==> config.mk <==
export PLATFORM = sky130hd
export DESIGN_NAME = scurveTop
export DESIGN_NICKNAME = d
export VERILOG_FILES = /design/src/hw/asicPkg.sv /design/src/hw/daqPkg.sv /design/src/hw/countFifo.sv /design/src/hw/scLoader.sv /design/src/hw/scurveSequencer.sv /design/src/hw/scurveTop.sv /design/src/hw/triggerCounter.sv
export SDC_FILE = /design/constraint.sdc
export NUM_CORES = 1
export LEC_CHECK = 0
export BUFFER_PORTS_ARGS = -buffer_cell sky130_fd_sc_hd__buf_2
export CAP_MARGIN = 20
export CELL_PAD_IN_SITES_DETAIL_PLACEMENT = 1
export CELL_PAD_IN_SITES_GLOBAL_PLACEMENT = 2
export CORE_MARGIN = 5
export CORE_UTILIZATION = 48
export DETAILED_ROUTE_END_ITERATION = 8
export MAX_ROUTING_LAYER = met4
export PLACE_DENSITY = 0.94
export SYNTH_ARGS = -nofsm -noshare
export SYNTH_HDL_FRONTEND = slang
export SYNTH_SLANG_ARGS = --single-unit
==> constraint.sdc <==
create_clock -name Clk -period 19.3 [get_ports Clk]
set_input_delay 1.93 -clock Clk [delete_from_list [all_inputs] [get_ports Clk]]
set_output_delay 1.93 -clock Clk [all_outputs]
set_load 0.01 [all_outputs]
==> src/hw/asicPkg.sv <==
package asicPkg;

  ////////////////////
  // Channel and DAC indexing
  typedef logic [5:0]   chanIdxT;     // One of 64 channels
  typedef logic [9:0]   dacCodeT;     // Threshold DAC code

  ////////////////////
  // Slow-control fields
  typedef logic [63:0]  ctestMaskT;   // Charge injection, one bit per channel
  typedef logic [191:0] discriMaskT;  // Three bits per channel, channel 0 on top, 1 = enabled

  // Shifted out MSB first, ctestMask leads
  typedef struct packed {
    ctestMaskT  ctestMask;
    dacCodeT    dacBits;     // Code bit-reversed, chip takes LSB first
    discriMaskT discriMask;
  } scParamT;

  localparam int ScBits = $bits(scParamT);  // 266

  // Bit order the chip expects for the DAC field
  function automatic dacCodeT reverseDac(dacCodeT code);
    dacCodeT rev;
    for (int i = 0; i < $bits(dacCodeT); i++) begin
      rev[i] = code[$bits(dacCodeT) - 1 - i];
    end
    return rev;
  endfunction

endpackage

==> src/hw/daqPkg.sv <==
package daqPkg;

  typedef logic [15:0] dataWordT;   // Output FIFO word
  typedef logic [15:0] hitCountT;   // Saturating hit count

  ////////////////////
  // Stream framing
  localparam dataWordT HeaderWord  = 16'h5343;  // "SC"
  localparam dataWordT TrailerWord = 16'hFF45;

  // Channel word is {tag, 2'b00, channel}
  localparam logic [7:0] TagSingleChan = 8'h43;  // "C"
  localparam logic [7:0] TagAllChan    = 8'h63;  // "c"

  // DAC word is {tag, 2'b00, code}
  localparam logic [3:0] TagDac = 4'hD;

endpackage

==> src/hw/countFifo.sv <==
module countFifo #(
  parameter int FifoDepth = 4
) (
  input  logic             Clk,
  input  logic             reset_n,
  input  logic             wrEn,
  input  daqPkg::hitCountT wrData,
  input  logic             rdEn,
  output daqPkg::hitCountT rdData,
  output logic             empty,
  output logic             full
);
  import daqPkg::*;

  localparam int PtrW  = (FifoDepth > 1) ? $clog2(FifoDepth) : 1;
  localparam int FillW = $clog2(FifoDepth + 1);

  hitCountT         mem [FifoDepth];
  logic [PtrW-1:0]  wrPtr;
  logic [PtrW-1:0]  rdPtr;
  logic [FillW-1:0] fill;
  logic             doWrite;
  logic             doRead;

  function automatic logic [PtrW-1:0] nextPtr(logic [PtrW-1:0] ptr);
    return (ptr == PtrW'(FifoDepth - 1)) ? '0 : ptr + 1'b1;
  endfunction

  assign empty   = (fill == '0);
  assign full    = (fill == FillW'(FifoDepth));
  assign rdData  = mem[rdPtr];  // Head word visible while not empty
  assign doWrite = wrEn && !full;
  assign doRead  = rdEn && !empty;

  always_ff @(posedge Clk) begin
    if (doWrite) begin
      mem[wrPtr] <= wrData;
    end
  end

  always_ff @(posedge Clk or negedge reset_n) begin
    if (!reset_n) begin
      wrPtr <= '0;
      rdPtr <= '0;
      fill  <= '0;
    end else begin
      if (doWrite) begin
        wrPtr <= nextPtr(wrPtr);
      end
      if (doRead) begin
        rdPtr <= nextPtr(rdPtr);
      end
      fill <= fill + FillW'(doWrite) - FillW'(doRead);
    end
  end

  assert property (@(posedge Clk) disable iff (!reset_n) wrEn |-> !full);   // Overflow
  assert property (@(posedge Clk) disable iff (!reset_n) rdEn |-> !empty);  // Underflow

endmodule

==> src/hw/scLoader.sv <==
module scLoader (
  input  logic             Clk,
  input  logic             reset_n,
  input  logic             loadStart,
  input  asicPkg::scParamT scParam,
  output logic             scSerial,
  output logic             scShift,
  output logic             scLatch,
  output logic             loadDone
);
  import asicPkg::*;

  localparam int CntW = $clog2(ScBits);

  logic [ScBits-1:0] shiftReg;
  logic [CntW-1:0]   bitCnt;

  assign scSerial = shiftReg[ScBits-1];  // MSB first

  always_ff @(posedge Clk) begin
    if (loadStart) begin
      shiftReg <= scParam;
    end else if (scShift) begin
      shiftReg <= shiftReg << 1;
    end
  end

  // ScBits shift cycles, then latch, then done
  always_ff @(posedge Clk or negedge reset_n) begin
    if (!reset_n) begin
      scShift  <= 1'b0;
      scLatch  <= 1'b0;
      loadDone <= 1'b0;
      bitCnt   <= '0;
    end else begin
      scLatch  <= 1'b0;
      loadDone <= scLatch;
      if (loadStart) begin
        scShift <= 1'b1;
        bitCnt  <= '0;
      end else if (scShift) begin
        if (bitCnt == CntW'(ScBits - 1)) begin
          scShift <= 1'b0;
          scLatch <= 1'b1;  // Chip takes the word
        end
        bitCnt <= bitCnt + 1'b1;
      end
    end
  end

  assert property (@(posedge Clk) disable iff (!reset_n)
    loadStart |-> !(scShift || scLatch));

endmodule

==> src/hw/scurveSequencer.sv <==
module scurveSequencer #(
  parameter int DacLast      = 1023,
  parameter int SettleCycles = 200
) (
  input  logic              Clk,
  input  logic              reset_n,
  input  logic              testStart,
  input  logic              singleChan,
  input  asicPkg::chanIdxT  singleChanIdx,
  input  logic              ctestInject,
  input  logic              loadDone,
  input  logic              countDone,
  input  logic              fifoEmpty,
  input  daqPkg::hitCountT  fifoData,
  input  logic              usbFull,
  input  logic              transmitDone,
  output asicPkg::scParamT  scParam,
  output logic              loadStart,
  output logic              countStart,
  output asicPkg::chanIdxT  countChan,
  output logic              rdEn,
  output daqPkg::dataWordT  usbData,
  output logic              usbWrite,
  output logic              testDone
);
  import asicPkg::*;
  import daqPkg::*;

  localparam int SettleW = $clog2(SettleCycles + 1);
  localparam discriMaskT DiscriChan0 = discriMaskT'(3'b111) << ($bits(discriMaskT) - 3);

  typedef enum logic [3:0] {
    Idle, Header, ChanWord, DacWord, Load, LoadWait, Settle,
    Count, Drain, CountWord, NextCode, NextChan, Trailer, Done
  } seqStateT;

  seqStateT           state;
  chanIdxT            testChan;
  dacCodeT            dacCode;
  logic [SettleW-1:0] settleCnt;
  logic               modeSingle;   // Latched at start
  logic               injectEn;
  logic               wordStrobe;   // Header, channel, DAC and trailer writes

  assign countChan = testChan;

  // Count words leave in the cycle usbFull is seen low
  assign usbWrite = wordStrobe | (state == CountWord && !usbFull);

  always_ff @(posedge Clk or negedge reset_n) begin
    if (!reset_n) begin
      state              <= Idle;
      testChan           <= '0;
      dacCode            <= '0;
      settleCnt          <= '0;
      modeSingle         <= 1'b0;
      injectEn           <= 1'b0;
      wordStrobe         <= 1'b0;
      usbData            <= '0;
      loadStart          <= 1'b0;
      countStart         <= 1'b0;
      rdEn               <= 1'b0;
      testDone           <= 1'b0;
      scParam.ctestMask  <= '0;
      scParam.dacBits    <= '0;
      scParam.discriMask <= '1;
    end else begin
      wordStrobe <= 1'b0;  // Strobes last one cycle
      loadStart  <= 1'b0;
      countStart <= 1'b0;
      rdEn       <= 1'b0;
      case (state)
        Idle: begin
          if (testStart) begin
            modeSingle         <= singleChan;
            injectEn           <= ctestInject;
            testChan           <= singleChan ? singleChanIdx : '0;
            dacCode            <= '0;
            scParam.discriMask <= '1;  // All discriminators on before the first load
            state              <= Header;
          end
        end
        Header: begin
          usbData    <= HeaderWord;
          wordStrobe <= 1'b1;
          state      <= ChanWord;
        end
        ChanWord: begin
          usbData            <= {modeSingle ? TagSingleChan : TagAllChan, 2'b00, testChan};
          wordStrobe         <= 1'b1;
          scParam.ctestMask  <= injectEn ? (ctestMaskT'(1) << testChan) : '0;
          scParam.discriMask <= DiscriChan0 >> (3 * testChan);  // Only this channel
          state              <= DacWord;
        end
        DacWord: begin
          usbData         <= {TagDac, 2'b00, dacCode};
          wordStrobe      <= 1'b1;
          scParam.dacBits <= reverseDac(dacCode);
          state           <= Load;
        end
        Load: begin
          loadStart <= 1'b1;
          state     <= LoadWait;
        end
        LoadWait: begin
          settleCnt <= '0;
          if (loadDone) begin
            state <= Settle;
          end
        end
        Settle: begin
          if (settleCnt == SettleW'(SettleCycles - 1)) begin
            countStart <= 1'b1;
            state      <= Count;
          end else begin
            settleCnt <= settleCnt + 1'b1;
          end
        end
        Count: begin
          if (countDone) begin
            state <= Drain;
          end
        end
        ////////////////////
        // FIFO drain, one count word per entry
        Drain: begin
          if (fifoEmpty) begin
            state <= NextCode;
          end else begin
            rdEn    <= 1'b1;
            usbData <= fifoData;  // First-word fall-through
            state   <= CountWord;
          end
        end
        CountWord: begin
          if (!usbFull) begin
            state <= Drain;
          end
        end
        NextCode: begin
          if (dacCode == dacCodeT'(DacLast)) begin
            dacCode <= '0;
            state   <= NextChan;
          end else begin
            dacCode <= dacCode + 1'b1;
            state   <= DacWord;
          end
        end
        NextChan: begin
          if (modeSingle || testChan == '1) begin
            state <= Trailer;
          end else begin
            testChan <= testChan + 1'b1;
            state    <= ChanWord;
          end
        end
        Trailer: begin
          usbData    <= TrailerWord;
          wordStrobe <= 1'b1;
          testDone   <= 1'b1;  // Held in both modes
          state      <= Done;
        end
        Done: begin
          if (transmitDone) begin
            testDone <= 1'b0;
            state    <= Idle;
          end
        end
        default: state <= Idle;
      endcase
    end
  end

  ////////////////////
  // No word of any kind reaches a full output FIFO
  assert property (@(posedge Clk) disable iff (!reset_n) usbWrite |-> !usbFull);

  // Every load of the sweep finishes a fixed time later
  assert property (@(posedge Clk) disable iff (!reset_n)
    loadStart |-> ##(ScBits + 2) loadDone);

endmodule

==> src/hw/scurveTop.sv <==
module scurveTop #(
  parameter int DacLast      = 1023,
  parameter int SettleCycles = 200,
  parameter int WindowCycles = 1000,
  parameter int FifoDepth    = 4
) (
  input  logic             Clk,
  input  logic             reset_n,
  input  logic             testStart,
  input  logic             singleChan,
  input  asicPkg::chanIdxT singleChanIdx,
  input  logic             ctestInject,
  input  logic [63:0]      asicTrigger,
  input  logic             usbFull,
  input  logic             transmitDone,
  output daqPkg::dataWordT usbData,
  output logic             usbWrite,
  output logic             testDone,
  output logic             scSerial,
  output logic             scShift,
  output logic             scLatch
);
  import asicPkg::*;
  import daqPkg::*;

  scParamT  scParam;
  chanIdxT  countChan;
  hitCountT wrData;
  hitCountT rdData;
  logic     loadStart;
  logic     loadDone;
  logic     countStart;
  logic     countDone;
  logic     wrEn;
  logic     rdEn;
  logic     fifoEmpty;
  logic     fifoFull;

  ////////////////////
  // Sweep control and stream output
  scurveSequencer #(.DacLast(DacLast), .SettleCycles(SettleCycles)) seq0 (
    .Clk, .reset_n, .testStart, .singleChan, .singleChanIdx, .ctestInject,
    .loadDone, .countDone, .fifoEmpty, .fifoData(rdData), .usbFull, .transmitDone,
    .scParam, .loadStart, .countStart, .countChan, .rdEn,
    .usbData, .usbWrite, .testDone
  );

  scLoader loader0 (
    .Clk, .reset_n, .loadStart, .scParam, .scSerial, .scShift, .scLatch, .loadDone
  );

  ////////////////////
  // Hit counting path
  triggerCounter #(.WindowCycles(WindowCycles)) counter0 (
    .Clk, .reset_n, .countStart, .countChan, .asicTrigger, .fifoFull,
    .wrEn, .wrData, .countDone
  );

  countFifo #(.FifoDepth(FifoDepth)) fifo0 (
    .Clk, .reset_n, .wrEn, .wrData, .rdEn, .rdData, .empty(fifoEmpty), .full(fifoFull)
  );

endmodule

==> src/hw/triggerCounter.sv <==
module triggerCounter #(
  parameter int WindowCycles = 1000
) (
  input  logic             Clk,
  input  logic             reset_n,
  input  logic             countStart,
  input  asicPkg::chanIdxT countChan,
  input  logic [63:0]      asicTrigger,
  input  logic             fifoFull,
  output logic             wrEn,
  output daqPkg::hitCountT wrData,
  output logic             countDone
);
  import asicPkg::*;
  import daqPkg::*;

  localparam int WinW = (WindowCycles > 1) ? $clog2(WindowCycles) : 1;

  typedef enum logic [1:0] {CntIdle, CntWindow, CntPush} cntStateT;

  cntStateT        state;
  chanIdxT         chanSel;
  logic [2:0]      trigSync;  // Two sync flops plus edge history
  logic            trigRise;
  logic [WinW-1:0] winCnt;
  hitCountT        hitCnt;

  assign trigRise = trigSync[1] & ~trigSync[2];
  assign wrData   = hitCnt;

  always_ff @(posedge Clk or negedge reset_n) begin
    if (!reset_n) begin
      state     <= CntIdle;
      chanSel   <= '0;
      trigSync  <= '0;
      winCnt    <= '0;
      hitCnt    <= '0;
      wrEn      <= 1'b0;
      countDone <= 1'b0;
    end else begin
      trigSync  <= {trigSync[1:0], asicTrigger[chanSel]};
      wrEn      <= 1'b0;
      countDone <= wrEn;  // One cycle after the push
      case (state)
        CntIdle: begin
          if (countStart) begin
            chanSel <= countChan;
            hitCnt  <= '0;
            winCnt  <= '0;
            state   <= CntWindow;
          end
        end
        CntWindow: begin
          if (trigRise && hitCnt != '1) begin
            hitCnt <= hitCnt + 1'b1;  // Saturates
          end
          if (winCnt == WinW'(WindowCycles - 1)) begin
            state <= CntPush;
          end else begin
            winCnt <= winCnt + 1'b1;
          end
        end
        CntPush: begin
          if (!fifoFull) begin
            wrEn  <= 1'b1;
            state <= CntIdle;
          end
        end
        default: state <= CntIdle;
      endcase
    end
  end

  assert property (@(posedge Clk) disable iff (!reset_n) wrEn |-> !fifoFull);

endmodule

==> results_dict.tcl <==
set metrics [dict create \
    post-route-period-util_pct 22.81 \
    antenna_found_initial 2 \
    synth_edf_count 330 \
    drive_gt1_share_pct 31.27 \
    synth_top_cell_by_area "edfxtp_1" \
    die_w_um 262.4 \
    first_iter_violations 1448 \
    vdd_drop_max_v 0.0001271 \
    worst_ep_required_time_ps 17370 \
    first_pass_iters 5 \
    netlist.area_leader.share_pct 32.41 \
    rows 92 \
    yosys-top-cells-area "edfxtp_1, dfstp_2, dfrtp_1, mux2_2, nor2_1" \
    avgRoutedWirePerCell_um 23.37 \
    worst_slack_ps 14900 \
    cts_tree "built" \
    crit_fanout 2 \
    syn_to_final_growth_pct 11.51 \
    via_per_inst 5.888 \
    cts_htree_levels 3 \
    leakage_nw 13.15 \
    dp_hpwl_um 47690 \
    track_usage_pct 22.94 \
    async_reset_ff_share_pct 53.19 \
    fp.dieH_um 262.4 \
    dieArea_mm2 0.06885 \
    fmax_mhz 227.2 \
    tns_ps 0 \
    hold_viol 0 \
    synth_most_common_cell "edfxtp_1" \
    start_util_pct 48.47 \
    synth_nets 2469 \
    grt_pass1_vias 21510 \
    cts_inserted_buffers 73 \
    worstMarginPinSlew_ps 1143 \
    vias 19650 \
    fin_skew_ps 24.35 \
    syn_area_mm2 0.03058 \
    clk_latency_ps 630 \
    portBuffers 97 \
    synthCells 2365 \
    drcViolationCount 0 \
    boundaryPins 98 \
    gp_congestion 0.8123 \
    wirelength_um 78000 \
    cts.clk_slew.worst_paths_ps 60 \
    setup_viol 0 \
    slew_viol_final 0 \
    ant_nets 0 \
    stdcell_area_mm2 0.03410 \
    grt_pass1_wl_um 124000 \
    yosysWarnings 0 \
    crit_path_start_kind "input pin" \
    path_class "in -> out" \
    run_status "finished, final reports clean" \
    drv_cap 0 \
    grt_max_degree 179 \
    core_area_mm2 0.06308 \
    netlist-cell-type-count 77 \
    arrival_ps 2470 \
    p_per_area_mw_per_mm2 176.1 \
    placed_cell_area_mm2 0.03177 \
    hold_buffers 0 \
    ctsResizeCount 0 \
    ys_ff_latch 705 \
    root_buffer "clkbuf_16" \
    yosysSeqAreaShare_pct 63.88 \
    synthFlopType "edfxtp_1" \
    fin_crit_ps 4402 \
    critPathCaptureType "primary output" \
    post-cts-setup-buffers 0 \
    p_total_mw 6.005 \
    rsz0062_at_grt "no" \
    hp-class "reg -> reg" \
    cts.path.max_buffers 3 \
    post-place-ws_ps 14610 \
    syn_avg_cell_area_um2 12.93 \
    slew_headroom_pct 23.80 \
    final_nets 2531 \
    yosys-top-cells-count "edfxtp_1, nor2_1, mux2_2" \
    grt_remaining_overflow 0 \
    cts_sinks 705 \
]
-- cell usage in the layout, fill, tap and decap left out, types with 25 or more instances in the layout --
master / synthesis / final
inv_1: 26 / 25
o21ai_0: 164 / 162
nand2_1: 147 / 146
buf_2: 17 / 96
mux4_2: 32 / 32
edfxtp_1: 330 / 330
nor2_1: 297 / 293
ha_1: 25 / 25
clkbuf_16: 0 / 74
dfstp_2: 192 / 192
nand3_1: 97 / 97
a21oi_1: 135 / 135
mux2_2: 280 / 280
dfrtp_1: 183 / 182
-- worst max-delay path, stage by stage --
cell     delay, ps
buf_2          100
o31ai_1        250
buf_2          190
-- report_power, final --
group          internal [mW]  total, mW  switching [mW]
logic                  0.723       1.97            1.25
registers               2.38       2.67           0.297
clock network          0.765       1.36           0.595
-- stage by stage --
step	util, %	hold WS [ps]	instances
floorplan	-	331.2	2365
global placement	50.34	336.3	3195
detailed placement	50.37	363.5	3197
CTS	54.00	378.0	3333
global route	54.05	383.0	3337
finish	54.05	374.3	3337
-- logic make-up after synthesis --
logic type                 count (synthesis)  synth area share [%]
and+or+nand+nor                          674                 9.992
AOI/OAI and AO/OA                        431                 8.417
muxes                                    323                 13.03
adders and majority gates                 27                 1.154
buffers and inverters                    165                 2.381
DFF                                      705                 63.88
xor gates and xnor gates                  40                 1.146
-- path summary, 6_finish.rpt --
check / to / cells after the start / from / slack [ps]
setup reg to reg: seq0.scParam[178]$_DFFE_PN1P_ / 8 / seq0.state[3]$_DFFE_PN0P_ / 15500
setup / recovery: usbWrite / 3 / usbFull / 14900
hold / removal: counter0.trigSync[1]$_DFF_PN0_ / 0 / counter0.trigSync[0]$_DFF_PN0_ / 370
max in group asynchronous: seq0.scParam[264]$_DFFE_PN0N_ / 3 / reset_n / 15810
hold reg to reg: counter0.trigSync[1]$_DFF_PN0_ / 0 / counter0.trigSync[0]$_DFF_PN0_ / 370
min in group asynchronous: counter0.winCnt[6]$_DFFE_PN0P_ / 1 / reset_n / 1380
-- routing by layer --
metal / wire, um / global-route usage [%] / vias up
li1: - / - / 8718
met1: 33080 / 29.15 / 10260
met2: 39270 / 38.02 / 520
met3: 3557 / 3.792 / 146
met4: 2097 / 7.476 / 0
met5: 0 / - / -
-- state kept, by name, summed over array words and instances, names as in the netlist, 2 cells and up --
name and flops:
loader0.bitCnt 9, fifo0.wrPtr 2, fifo0.rdPtr 2, seq0.usbData 16, counter0.wrData 16, seq0.settleCnt 8
loader0.shiftReg 266, seq0.dacCode 10, counter0.winCnt 10, counter0.chanSel 6, seq0.state 4, counter0.trigSync 3
counter0.state 2, seq0.scParam 266, seq0.countChan 6, fifo0.mem 64, fifo0.fill 3
-- layout make-up --
class / instances / area (um2)
fillers: 6310 / 28980
well taps: 846 / 1059
clock inverters: 31 / 222.7
repair buffers: 124 / 747.0
multi-input cells: 1495 / 10340
inverters: 28 / 112.6
diodes: 3 / 7.507
clock buffers: 105 / 2068
flip-flops and latches: 705 / 19540
No activity file was read; power rests on OpenSTA's default activity.
